$ cat src/rtl/daq_pkg.sv
package daq_pkg;

  // --------------------
  // bus register map
  // --------------------
  localparam logic [18:0] addr_status      = 19'd0;
  localparam logic [18:0] addr_cmd_w1      = 19'd1;
  localparam logic [18:0] addr_cmd_w2      = 19'd2;
  localparam logic [18:0] addr_cmd_w3      = 19'd3;
  localparam logic [18:0] addr_cmd_w4      = 19'd4;
  localparam logic [18:0] addr_cmd_w5      = 19'd5;
  localparam logic [18:0] addr_next_sample = 19'd6;
  localparam logic [18:0] addr_reset_time  = 19'd7;
  localparam logic [18:0] addr_run_time    = 19'd8;

  // --------------------
  // command layout
  // --------------------
  localparam int cmd_w = 80;

  // word 1 sits in the top bits with the opcode in its upper nibble
  localparam int cmd_word1_lsb = 64;
  localparam int cmd_op_lsb    = 76;
  localparam int cmd_count_lsb = 48;
  localparam int cmd_start_lsb = 32;
  localparam int cmd_step_lsb  = 16;
  localparam int cmd_tag_lsb   = 0;

  typedef enum logic [3:0] {
    op_nop  = 4'h0,
    op_ramp = 4'h1,
    op_fill = 4'h2
  } opcode_t;

  typedef enum logic [2:0] {
    st_fetch,
    st_cmd_push,
    st_wait_release,
    st_read_hold,
    st_read_done
  } bridge_state_t;

  // fifo depths
  localparam int cmd_depth    = 4;
  localparam int sample_depth = 16;

  // --------------------
  // status word
  // --------------------
  localparam int stat_cmd_afull       = 15;
  localparam int stat_cmd_full        = 14;
  localparam int stat_cmd_aempty      = 13;
  localparam int stat_cmd_empty       = 12;
  localparam int stat_smp_afull       = 11;
  localparam int stat_smp_full        = 10;
  localparam int stat_smp_empty       = 9;
  localparam int stat_smp_aempty      = 8;
  localparam int stat_sample_valid    = 0;

  // both fifos empty and nothing prefetched
  localparam logic [15:0] status_reset = 16'h1200;

  localparam logic [15:0] empty_sample = 16'hdead;

endpackage

$ cat src/rtl/sync_fifo.sv
module sync_fifo #(
  parameter int WIDTH = 16,
  parameter int DEPTH = 16
) (
  input  logic             clk,
  input  logic             rst,
  input  logic             wr_en,
  input  logic [WIDTH-1:0] wr_data,
  input  logic             rd_en,
  output logic [WIDTH-1:0] rd_data,
  output logic             full,
  output logic             almost_full,
  output logic             empty,
  output logic             almost_empty
);

  logic [WIDTH-1:0] mem [DEPTH];
  logic [$clog2(DEPTH)-1:0] wr_ptr;
  logic [$clog2(DEPTH)-1:0] rd_ptr;
  logic [$clog2(DEPTH+1)-1:0] count;
  logic do_wr;
  logic do_rd;

  // overflow and underflow attempts are simply ignored
  assign do_wr = wr_en & ~full;
  assign do_rd = rd_en & ~empty;

  assign full         = (count == $bits(count)'(DEPTH));
  assign almost_full  = (count == $bits(count)'(DEPTH - 1));
  assign empty        = (count == '0);
  assign almost_empty = (count == $bits(count)'(1));

  always_ff @(posedge clk) begin
    if (rst) begin
      wr_ptr <= '0;
      rd_ptr <= '0;
      count  <= '0;
    end else begin
      if (do_wr) begin
        wr_ptr <= (wr_ptr == $bits(wr_ptr)'(DEPTH - 1)) ? '0 : wr_ptr + 1'b1;
      end
      if (do_rd) begin
        rd_ptr <= (rd_ptr == $bits(rd_ptr)'(DEPTH - 1)) ? '0 : rd_ptr + 1'b1;
      end
      if (do_wr && !do_rd) begin
        count <= count + 1'b1;
      end else if (do_rd && !do_wr) begin
        count <= count - 1'b1;
      end
    end
  end

  // storage and read data
  always_ff @(posedge clk) begin
    if (do_wr) begin
      mem[wr_ptr] <= wr_data;
    end
    if (do_rd) begin
      rd_data <= mem[rd_ptr];
    end
  end

endmodule

$ cat src/rtl/ebi_bridge.sv
module ebi_bridge (
  input  logic                      clk,
  input  logic                      rst,
  input  logic                      cs,
  input  logic                      rd,
  input  logic                      wr,
  input  logic [18:0]               addr,
  input  logic [15:0]               data_in,
  output logic [15:0]               data_out,
  output logic                      irq,
  output logic [31:0]               global_clock,
  output logic                      cmd_wr_en,
  output logic [daq_pkg::cmd_w-1:0] cmd_data,
  input  logic                      cmd_full,
  input  logic                      cmd_almost_full,
  input  logic                      cmd_empty,
  input  logic                      cmd_almost_empty,
  input  logic [15:0]               sample_data,
  output logic                      sample_rd_en,
  input  logic                      sample_full,
  input  logic                      sample_almost_full,
  input  logic                      sample_empty,
  input  logic                      sample_almost_empty
);

  daq_pkg::bridge_state_t state;
  daq_pkg::bridge_state_t next_state;

  logic [15:0] cmd_word [5];
  logic [2:0]  word_idx;
  logic        wr_cycle;
  logic        rd_cycle;
  logic        fetch_wr;
  logic        word_wr;
  logic        time_clear;
  logic        run_wr;
  logic        run;
  logic        rd_d;
  logic        rd_dd;
  logic        rd_done;
  logic [15:0] status;
  logic [15:0] status_ref;
  logic [15:0] prefetch;
  logic        sample_valid;
  logic        fill_pending;

  // --------------------
  // bus decode
  // --------------------
  assign wr_cycle = cs & wr;
  assign rd_cycle = cs & rd;
  assign fetch_wr = wr_cycle && (state == daq_pkg::st_fetch);

  assign word_wr    = fetch_wr && (addr >= daq_pkg::addr_cmd_w1)
                      && (addr <= daq_pkg::addr_cmd_w5);
  assign word_idx   = 3'(addr - daq_pkg::addr_cmd_w1);
  assign time_clear = fetch_wr && (addr == daq_pkg::addr_reset_time);
  assign run_wr     = fetch_wr && (addr == daq_pkg::addr_run_time);

  // rd falling edge seen two cycles late
  always_ff @(posedge clk) begin
    if (rst) begin
      rd_d  <= 1'b0;
      rd_dd <= 1'b0;
    end else begin
      rd_d  <= rd_cycle;
      rd_dd <= rd_d;
    end
  end

  assign rd_done = rd_dd & ~rd_d;

  // --------------------
  // control fsm
  // --------------------
  always_ff @(posedge clk) begin
    if (rst) begin
      state <= daq_pkg::st_fetch;
    end else begin
      state <= next_state;
    end
  end

  always_comb begin
    next_state = state;
    case (state)
      daq_pkg::st_fetch: begin
        if (wr_cycle) begin
          if (addr == daq_pkg::addr_cmd_w5) begin
            next_state = daq_pkg::st_cmd_push;
          end
        end else if (rd_cycle && addr == daq_pkg::addr_next_sample && sample_valid) begin
          // only hold when a real sample goes out
          next_state = daq_pkg::st_read_hold;
        end
      end
      daq_pkg::st_cmd_push: next_state = daq_pkg::st_wait_release;
      daq_pkg::st_wait_release: begin
        if (!rd && !wr) begin
          next_state = daq_pkg::st_fetch;
        end
      end
      daq_pkg::st_read_hold: begin
        if (rd_done) begin
          next_state = daq_pkg::st_read_done;
        end
      end
      daq_pkg::st_read_done: next_state = daq_pkg::st_fetch;
      default: next_state = daq_pkg::st_fetch;
    endcase
  end

  assign cmd_wr_en = (state == daq_pkg::st_cmd_push);

  // --------------------
  // command words
  // --------------------
  always_ff @(posedge clk) begin
    if (word_wr) begin
      cmd_word[word_idx] <= data_in;
    end
  end

  assign cmd_data[daq_pkg::cmd_word1_lsb +: 16] = cmd_word[0];
  assign cmd_data[daq_pkg::cmd_count_lsb +: 16] = cmd_word[1];
  assign cmd_data[daq_pkg::cmd_start_lsb +: 16] = cmd_word[2];
  assign cmd_data[daq_pkg::cmd_step_lsb +: 16]  = cmd_word[3];
  assign cmd_data[daq_pkg::cmd_tag_lsb +: 16]   = cmd_word[4];

  // --------------------
  // status and irq
  // --------------------
  always_comb begin
    status = '0;
    status[daq_pkg::stat_cmd_afull]    = cmd_almost_full;
    status[daq_pkg::stat_cmd_full]     = cmd_full;
    status[daq_pkg::stat_cmd_aempty]   = cmd_almost_empty;
    status[daq_pkg::stat_cmd_empty]    = cmd_empty;
    status[daq_pkg::stat_smp_afull]    = sample_almost_full;
    status[daq_pkg::stat_smp_full]     = sample_full;
    status[daq_pkg::stat_smp_empty]    = sample_empty;
    status[daq_pkg::stat_smp_aempty]   = sample_almost_empty;
    status[daq_pkg::stat_sample_valid] = sample_valid;
  end

  always_ff @(posedge clk) begin
    if (rst) begin
      data_out   <= '0;
      status_ref <= daq_pkg::status_reset;
      irq        <= 1'b0;
    end else begin
      if (rd_cycle && addr == daq_pkg::addr_status) begin
        // host has seen the flags
        irq <= 1'b0;
      end else begin
        irq <= (status != status_ref);
      end
      if (rd_cycle) begin
        if (addr == daq_pkg::addr_status) begin
          data_out   <= status;
          status_ref <= status;
        end else if (addr == daq_pkg::addr_next_sample) begin
          data_out <= sample_valid ? prefetch : daq_pkg::empty_sample;
        end else begin
          data_out <= '0;
        end
      end
    end
  end

  // --------------------
  // sample prefetch
  // --------------------
  assign sample_rd_en = ~sample_valid & ~fill_pending & ~sample_empty;

  always_ff @(posedge clk) begin
    if (rst) begin
      sample_valid <= 1'b0;
      fill_pending <= 1'b0;
    end else begin
      fill_pending <= sample_rd_en;
      if (fill_pending) begin
        sample_valid <= 1'b1;
      end else if (state == daq_pkg::st_read_hold && rd_done) begin
        sample_valid <= 1'b0;
      end
    end
  end

  always_ff @(posedge clk) begin
    if (fill_pending) begin
      prefetch <= sample_data;
    end
  end

  // --------------------
  // run-time counter
  // --------------------
  always_ff @(posedge clk) begin
    if (rst) begin
      global_clock <= '0;
      run          <= 1'b0;
    end else begin
      if (time_clear) begin
        global_clock <= '0;
      end else if (run) begin
        global_clock <= global_clock + 32'd1;
      end
      if (run_wr) begin
        run <= data_in[0];
      end
    end
  end

endmodule

$ cat src/rtl/cmd_engine.sv
module cmd_engine (
  input  logic                      clk,
  input  logic                      rst,
  input  logic [daq_pkg::cmd_w-1:0] cmd_data,
  input  logic                      cmd_empty,
  input  logic                      smp_full,
  output logic                      cmd_rd_en,
  output logic                      smp_wr_en,
  output logic [15:0]               smp_data
);

  typedef enum logic [1:0] {
    eng_idle,
    eng_load,
    eng_emit
  } eng_state_t;

  eng_state_t state;

  daq_pkg::opcode_t cmd_op;
  logic [15:0]      cmd_count;
  logic             op_known;
  logic [15:0]      remaining;
  logic [15:0]      value;
  logic [15:0]      step;
  logic             is_ramp;

  // --------------------
  // command decode
  // --------------------
  assign cmd_op    = daq_pkg::opcode_t'(cmd_data[daq_pkg::cmd_op_lsb +: 4]);
  assign cmd_count = cmd_data[daq_pkg::cmd_count_lsb +: 16];
  assign op_known  = (cmd_op == daq_pkg::op_ramp) || (cmd_op == daq_pkg::op_fill);

  // pop as soon as idle so the data shows up in load
  assign cmd_rd_en = (state == eng_idle) && !cmd_empty;

  // a full sample fifo stalls with sample and count held
  assign smp_wr_en = (state == eng_emit) && !smp_full;
  assign smp_data  = value;

  always_ff @(posedge clk) begin
    if (rst) begin
      state     <= eng_idle;
      remaining <= '0;
    end else begin
      case (state)
        eng_idle: begin
          if (cmd_rd_en) begin
            state <= eng_load;
          end
        end
        eng_load: begin
          remaining <= cmd_count;
          // nop, unknown opcode or zero count just drop
          if (op_known && cmd_count != '0) begin
            state <= eng_emit;
          end else begin
            state <= eng_idle;
          end
        end
        eng_emit: begin
          if (smp_wr_en) begin
            remaining <= remaining - 16'd1;
            if (remaining == 16'd1) begin
              state <= eng_idle;
            end
          end
        end
        default: state <= eng_idle;
      endcase
    end
  end

  // sample generator
  always_ff @(posedge clk) begin
    if (state == eng_load) begin
      value   <= cmd_data[daq_pkg::cmd_start_lsb +: 16];
      step    <= cmd_data[daq_pkg::cmd_step_lsb +: 16];
      is_ramp <= (cmd_op == daq_pkg::op_ramp);
    end else if (smp_wr_en && is_ramp) begin
      // wraps at 16 bits
      value <= value + step;
    end
  end

endmodule

$ cat src/rtl/daq_top.sv
module daq_top (
  input  logic        clk,
  input  logic        rst,
  input  logic        cs,
  input  logic        rd,
  input  logic        wr,
  input  logic [18:0] addr,
  input  logic [15:0] data_in,
  output logic [15:0] data_out,
  output logic        irq,
  output logic [31:0] global_clock
);

  // command path
  logic                      cmd_wr_en;
  logic [daq_pkg::cmd_w-1:0] cmd_wr_data;
  logic                      cmd_rd_en;
  logic [daq_pkg::cmd_w-1:0] cmd_rd_data;
  logic                      cmd_full;
  logic                      cmd_almost_full;
  logic                      cmd_empty;
  logic                      cmd_almost_empty;

  // sample path
  logic                      smp_wr_en;
  logic [15:0]               smp_wr_data;
  logic                      smp_rd_en;
  logic [15:0]               smp_rd_data;
  logic                      smp_full;
  logic                      smp_almost_full;
  logic                      smp_empty;
  logic                      smp_almost_empty;

  ebi_bridge u_bridge (
    .clk                 (clk),
    .rst                 (rst),
    .cs                  (cs),
    .rd                  (rd),
    .wr                  (wr),
    .addr                (addr),
    .data_in             (data_in),
    .data_out            (data_out),
    .irq                 (irq),
    .global_clock        (global_clock),
    .cmd_wr_en           (cmd_wr_en),
    .cmd_data            (cmd_wr_data),
    .cmd_full            (cmd_full),
    .cmd_almost_full     (cmd_almost_full),
    .cmd_empty           (cmd_empty),
    .cmd_almost_empty    (cmd_almost_empty),
    .sample_data         (smp_rd_data),
    .sample_rd_en        (smp_rd_en),
    .sample_full         (smp_full),
    .sample_almost_full  (smp_almost_full),
    .sample_empty        (smp_empty),
    .sample_almost_empty (smp_almost_empty)
  );

  sync_fifo #(
    .WIDTH (daq_pkg::cmd_w),
    .DEPTH (daq_pkg::cmd_depth)
  ) u_cmd_fifo (
    .clk          (clk),
    .rst          (rst),
    .wr_en        (cmd_wr_en),
    .wr_data      (cmd_wr_data),
    .rd_en        (cmd_rd_en),
    .rd_data      (cmd_rd_data),
    .full         (cmd_full),
    .almost_full  (cmd_almost_full),
    .empty        (cmd_empty),
    .almost_empty (cmd_almost_empty)
  );

  cmd_engine u_engine (
    .clk       (clk),
    .rst       (rst),
    .cmd_data  (cmd_rd_data),
    .cmd_empty (cmd_empty),
    .smp_full  (smp_full),
    .cmd_rd_en (cmd_rd_en),
    .smp_wr_en (smp_wr_en),
    .smp_data  (smp_wr_data)
  );

  sync_fifo #(
    .WIDTH (16),
    .DEPTH (daq_pkg::sample_depth)
  ) u_smp_fifo (
    .clk          (clk),
    .rst          (rst),
    .wr_en        (smp_wr_en),
    .wr_data      (smp_wr_data),
    .rd_en        (smp_rd_en),
    .rd_data      (smp_rd_data),
    .full         (smp_full),
    .almost_full  (smp_almost_full),
    .empty        (smp_empty),
    .almost_empty (smp_almost_empty)
  );

endmodule

$ cat config.mk
export PLATFORM = sky130hd
export DESIGN_NAME = daq_top
export DESIGN_NICKNAME = d
export VERILOG_FILES = /design/src/rtl/daq_pkg.sv /design/src/rtl/sync_fifo.sv /design/src/rtl/ebi_bridge.sv /design/src/rtl/cmd_engine.sv /design/src/rtl/daq_top.sv
export SDC_FILE = /design/constraint.sdc
export NUM_CORES = 1
export LEC_CHECK = 0
export CORE_MARGIN = 3
export CORE_UTILIZATION = 25
export DETAILED_ROUTE_END_ITERATION = 8
export DONT_BUFFER_PORTS = 1
export SKIP_CTS_REPAIR_TIMING = 1
export SLEW_MARGIN = 20
export SYNTH_ARGS = -nofsm -noshare
export SYNTH_HDL_FRONTEND = slang
export SYNTH_SLANG_ARGS = --single-unit
$ cat constraint.sdc
create_clock -name clk -period 4.2 [get_ports clk]
set_input_delay 0.42 -clock clk [delete_from_list [all_inputs] [get_ports clk]]
set_output_delay 0.42 -clock clk [all_outputs]
set_load 0.05 [all_outputs]
After elaboration in Yosys (flattened, before gate mapping):

Memory sizes are Yosys's and may differ from the RTL's. A register that Yosys moved wholly into a read port is not among the register bits.
Cells that the tools add are included.

* ROM bits: 0
* memory bits (writable): 656
* bits in latches: 0
* memories kept: 3
* register bits: 153
* input bits: 40
* output and inout bits: 49
* logic and storage cells: 163

Memory list
* u_cmd_fifo.mem: words 4, bits a word 80, rd ports 1, clocked after Yosys merged registers in 1, wr ports 1, line sync_fifo.sv:17 `logic [WIDTH-1:0] mem [DEPTH];`
* u_smp_fifo.mem: words 16, bits a word 16, rd ports 1, clocked after Yosys merged registers in 1, wr ports 1, line sync_fifo.sv:17
* u_bridge.cmd_word: words 5, bits a word 16, rd ports 5, clocked after Yosys merged registers in 0, wr ports 1, line ebi_bridge.sv:29 `logic [15:0] cmd_word [5];`

* div/mod/pow operators: 0
* muxes and demuxes: 34
* order comparisons: 2
* equal/unequal tests: 30
* multipliers: 0
* add/sub/neg operators: 12
* bitwise gates (word level): 16
* reductions and logical operators: 44
* shifts and indexed selects: 0

Operator list (count)
* 2-to-1 mux 16 bit: 6
* equality test 19 x 3 -> 1 bit, second input constant: 3
* adder 32 x 1 -> 32 bit, second input constant: 1
* one-hot mux 16 bit (2 select lines): 1
* 2-to-1 mux 3 bit: 7
* equality test 19 x 4 -> 1 bit, second input constant: 1
* >= comparator 19 x 1 -> 1 bit, second input constant: 1
* less-or-equal comparator 19 x 3 -> 1 bit, second input constant: 1
* logical NOT 19 bit: 1
* logical AND 1 bit: 18
* adder 16 bit: 1
* equality test 16 x 1 -> 1 bit, second input constant: 1
* nonzero test 16 bit: 1
* subtractor 16 x 1 -> 16 bit, second input constant: 1
* 2-to-1 mux 2 bit: 6
* one-hot mux 3 bit (4 select lines): 1
* 2-to-1 mux 5 bit: 2
* nonzero test 2 bit: 5
* bitwise AND 1 bit: 9
* equality test 3 x 2 -> 1 bit, second input constant: 3
* != test 9 bit: 1
* adder 4 x 1 -> 4 bit, second input constant: 2
* equality test 4 bit, second input constant: 2
* logical NOT 1 bit: 8
* other kinds (30): 55

Longest topological paths before layout:

* depth after elaboration: 8
* mapped depth: 12
* mapped depth without buffers: 10

Modules after synthesis:

Synthesis repeated with hierarchy kept, for this count alone.

* cells, all modules: 1883
* area, all modules: 34659.5 µm²

Modules (own cells, without submodules)
* sync_fifo at u_cmd_fifo: cells an instance 555, area an instance 14417.6 µm², instances 1, sequential area each 12151.7 µm²
* sync_fifo at u_smp_fifo: cells an instance 524, area an instance 11021.8 µm², instances 1, sequential area each 8428.1 µm²
* ebi_bridge: cells an instance 468, area an instance 6015.8 µm², instances 1, sequential area each 4204.0 µm²
* cmd_engine: cells an instance 336, area an instance 3204.3 µm², instances 1, sequential area each 1351.3 µm²

Worst setup path after synthesis:

No wires, ideal clock.

* path type: input to register
* start point: input addr[9]
* end point: memory u_bridge.cmd_word[3][0], enable pin
* path slack: 1.119 ns
* library setup time: 0.413 ns
* data arrival time: 2.668 ns
* path buffers: 0
* data required time: 3.787 ns
* cell stages on the path: 5
* path through: nor4_1 -> nand4_1 -> or2_1 -> nor3_1 -> nor3b_1

* longest elaborated chain between the ends: 5
* elaborated cells between the ends (all ways): 6
* those cells by class: order compare: 2; mux: 2; reduce/logical: 2

RTL lines
* start, declared: line daq_top.sv:7 `input logic [18:0] addr,`
* >= comparator 19 x 1 -> 1 bit: line ebi_bridge.sv:54 `assign word_wr = fetch_wr && (addr >= daq_pkg::addr_cmd_w1)`
* logical AND 1 bit: line ebi_bridge.sv:54
* logical AND 1 bit (*): line ebi_bridge.sv:55 `&& (addr <= daq_pkg::addr_cmd_w5);`
* 2-to-1 mux 1 bit (*): line ebi_bridge.sv:119 `if (word_wr) begin`
* 2-to-1 mux 1 bit (implied by the code) (*): line ebi_bridge.sv:120 `cmd_word[word_idx] <= data_in;`
* end, declared: line ebi_bridge.sv:29

Mark *: on every way between the ends. The rest lies on a longest branch, timed or not.

Worst setup path after layout:

* start point: register u_smp_fifo.count[0]
* end point: register u_smp_fifo.count[3]

* longest elaborated chain between the ends: 7
* elaborated cells between the ends (all ways): 18
* those cells by class: add/sub: 2; eq/ne: 1; mux: 2; bitwise: 5; reduce/logical: 8

RTL lines
* start, declared: line sync_fifo.sv:20 `logic [$clog2(DEPTH+1)-1:0] count;`
* start signal, assigned: line sync_fifo.sv:46 `count <= count + 1'b1;`
* start signal, assigned: line sync_fifo.sv:48 `count <= count - 1'b1;`
* parallel branches: the longest is 7 deep, another holds subtractor 5 x 1 -> 5 bit

Several ways; the timed one is not identified. The select of a mux whose other input is x is not followed.
A chain may end at the register's enable or synchronous reset.

==> results.md <==
* Worst-Skew Late Latency at 600 ps
* Unrepaired setup endpoints after global routing: false
* Routed wire length at 59200 um
* MaxCap Viol Count at 0
* Clock sinks at 737
* IO Port Bufs at 0
* Core ar. at 0.113 mm2
* GRT overflow at 0
* Layout Nets at 1822
* Top cells by area, synth: edfxtp_1, mux4_2, dfxtp_1
* Crit path capture type: flip-flop
* DRT iter0 DRCs at 1384
* EDFF count, synth at 633
* Syn nets at 1765
* Min-delay worst type: primary input to flip-flop
* CTS tree: built
* Fin crit period at 3220 ps
* CTS Buf Count at 74
* Critical path arrival at 3690 ps
* DP HPWL at 37400 um
* P_int at 0.0150 W
* Setup violators final at 0
* Reg-to-reg endpoint: u_smp_fifo.count[3]
* I/O pin count at 89
* Max transition margin at 27.6%
* PD cells at 624 mW/mm2
* DR DRC count at 0
* Critical Path Source: u_smp_fifo.count[0]
* Final Cycle Share at 76.7%
* Async S/R FF share, synth at 0%
* Highest clock rate at 310 MHz
* Reg2Reg Launch Point: u_smp_fifo.count[0]
* Worst-Margin Slew at 1090 ps
* Skew final at 18.9 ps
* Site Rows at 123
* Per-cell routed wire length at 18.0 um
* Initial antenna violation count at 6
* Synth-to-Final Area Change at 15.9%
* Post-route ant nets at 0
* Overall Global Routing Usage at 9.71%
* Leakage at 10.3 nW
* Yosys warning count at 0
* Crit path max-delay family: simple AND/OR/NAND/NOR gates
* Hold_ws at 67.7 ps
* Crit start category: flip-flop
* Cell accounting for the most synthesized area: edfxtp_1
* Die height at 345 um
* Slowest-stage cell, CP: ha_1
* Starting Density at 25.3%
* First-pass GRT wire length at 89500 um
* Largest net degree at the start of global routing at 74
* DRT Pass-1 Iters at 6
* Sw frac at 27.8%
* Crit path max fanout at 17
* Critical path class: flip-flop to flip-flop
* Layout cell share with drive strength beyond 1 at 16.2%
* RD Place Congestion at 0.783
* Root Buffer: clkbuf_16
* Top FF cell, synth: edfxtp_1
* Status: completed
* Seq pwr share at 49.6%
* Req. time, crit path at 4670 ps
* Max Slew Vio Count at 0
* Net Sw Power at 0.00576 W
* Cell count along the critical path at 10
* Mapped Area at 0.0286 mm2
* CTS clk-pin slew, worst paths at 60 ps
* Via count at 14664
* Fraction of synthesized cell area taken by the top area cell type at 66.3%
* Die width at 345 um
* Vias in the first global route at 14925
* Syn Area/Cell at 17.1 um2
* Clock share of power at 31.7%
* CP max stage delay at 480 ps
* Non-filler instance count after layout at 3294
* Mapped Cells at 1679
* Synth unique cells at 72
* CP most frequent cell: ha_1
* CTS Buffer Depth at 3
* R2R cell count at 10
* Post-synthesis sequential area ratio at 73.6%
* Hold Vio Cnt, Final at 0
* Die area at 0.119 mm2
* CTS H-tree lvls at 3
* #FFs+latches synth at 737
* Combinational share of power at 18.6%
* CP bufs+invs at 2
* Cells along the critical path: inv_1, ha_1, nand4bb_1, nand2_2, clkinv_1, ha_1, or4_1, a21oi_1, xnor2_1, nor2_1
* Crit path to: u_smp_fifo.count[3]
* Vias per cell at 4.45
* Fin util at 29.4%
* Max VDD drop at 0.000325 V
* Setup tns final at 0 ps
* Flop2flop setup slack at 980 ps
* Dpl cells at 3141
[flip-flops by register name, indices dropped and copies added, names as in the netlist, 16 cells and up]
signal / cells
u_bridge.cmd_word: 52
u_bridge.data_out: 16
u_bridge.global_clock: 32
u_bridge.prefetch: 16
u_cmd_fifo.mem: 208
u_cmd_fifo.rd_data: 52
u_engine.remaining: 16
u_engine.smp_data: 16
u_engine.step: 16
u_smp_fifo.mem: 256
u_smp_fifo.rd_data: 16
[layer usage]
metal	share of wire, %	routed length (um)	vias to the layer above	global-route usage, %
met5	0.022	13	-	0
met4	2.8	1650	2	3.13
met3	4.5	2670	103	2.08
met2	49	28900	385	16.0
met1	44	26000	7473	12.8
li1	-	-	6701	-
[worst min path at each step]
| stage | startpoint | end | slack (ps) | cells past startpoint |
|---|---|---|---|---|
| finish | cs | u_bridge.state[0] | 70 | 2 |
| CTS | data_in[10] | u_bridge.cmd_word[1][10] | -130 | 0 |
| detailed placement | u_cmd_fifo.rd_data[30] | u_engine.step[14] | 400 | 0 |
| floorplan | u_smp_fifo.rd_data[0] | u_bridge.prefetch[0] | 400 | 0 |
| global placement | u_cmd_fifo.rd_data[30] | u_engine.step[14] | 410 | 0 |
| global route | cs | u_bridge.state[0] | 50 | 2 |
[power by group through the flow]
stage	clock network, W	registers [W]	logic (W)
6_report	0.00658	0.0103	0.00386
4_1_cts	0.00675	0.0104	0.00377
3_3_place_gp	0	0.0104	0.00366
3_5_place_dp	0	0.0105	0.00376
2_1_floorplan	0	0.00985	0.00311
5_1_grt	0.00703	0.0104	0.00427
[synth_stat cells, types with 4 or more instances]
cell type,number
edfxtp_1,633
mux4_2,116
nor2_1,112
dfxtp_1,104
a21oi_1,91
nand2_1,91
ha_1,45
clkbuf_1,44
o21ai_0,40
nand3_1,32
xor2_1,30
inv_1,28
nor2b_1,25
a211oi_1,24
buf_2,24
nor3_1,24
nand4_1,22
mux2i_1,21
xnor2_1,21
a31oi_1,15
nor4_1,13
or3_1,10
a21o_1,9
a22oi_1,9
and3_1,8
buf_1,6
nand2b_1,6
o21a_1,6
and2_1,5
nor3b_1,5
o31ai_1,5
and4_1,4
[kinds of logic (layout without fill, tap and decap cells)]
logic type / after synthesis / in the layout / share of synthesized area, %
flops: 737 / 737 / 73.6
simple gates: 380 / 380 / 6.63
compound gates: 221 / 221 / 4.75
mux: 137 / 137 / 9.85
buf+inv: 107 / 219 / 1.56
xor+xnor: 51 / 51 / 1.56
fa+ha+maj: 46 / 46 / 2.04
other cells: 0 / 3 / 0
[cell type report]
cell class | instances | area, um2
Tap cell | 1500 | 1880
Timing Repair Buffer | 58 | 531
Clock buffer | 100 | 2080
Inverter | 30 | 113
Fill cell | 11026 | 79900
Sequential cell | 737 | 21100
Clock inverter | 31 | 354
Multi-Input combinational cell | 835 | 7150
Antenna cell | 3 | 7.51
[through the flow]
| stage | instance area, um2 | total power [W] | setup slack (ps) |
|---|---|---|---|
| 6_report | 33200 | 0.0207 | 979 |
| 5_1_grt | 33200 | 0.0217 | 749 |
| 4_1_cts | 33000 | 0.0209 | 1010 |
| 3_5_place_dp | 30500 | 0.0143 | 1030 |
| 3_3_place_gp | 30500 | 0.0141 | 1150 |
| 2_1_floorplan | 28700 | 0.0130 | 1120 |
[layout by cell type (no fill, tap or decap), types with 6 or more instances in the layout]
master	n
nor3_1	20
nor4_1	13
a211oi_1	24
nor2b_1	25
clkinv_2	8
a21o_1	9
edfxtp_1	633
mux4_2	116
clkinv_1	13
nand4_1	22
mux2i_1	21
clkbuf_16	79
bufinv_16	8
dfxtp_1	99
o21a_1	6
xnor2_1	21
inv_1	27
a31oi_1	15
ha_1	45
nor2_1	111
buf_4	38
nand3_1	32
a21oi_1	91
xor2_1	30
a22oi_1	9
or3_1	10
and3_1	8
nand2_1	91
dlygate4sd3_1	17
nand2b_1	6
clkbuf_1	18
o21ai_0	40
No activity file was read; power rests on OpenSTA's default activity.
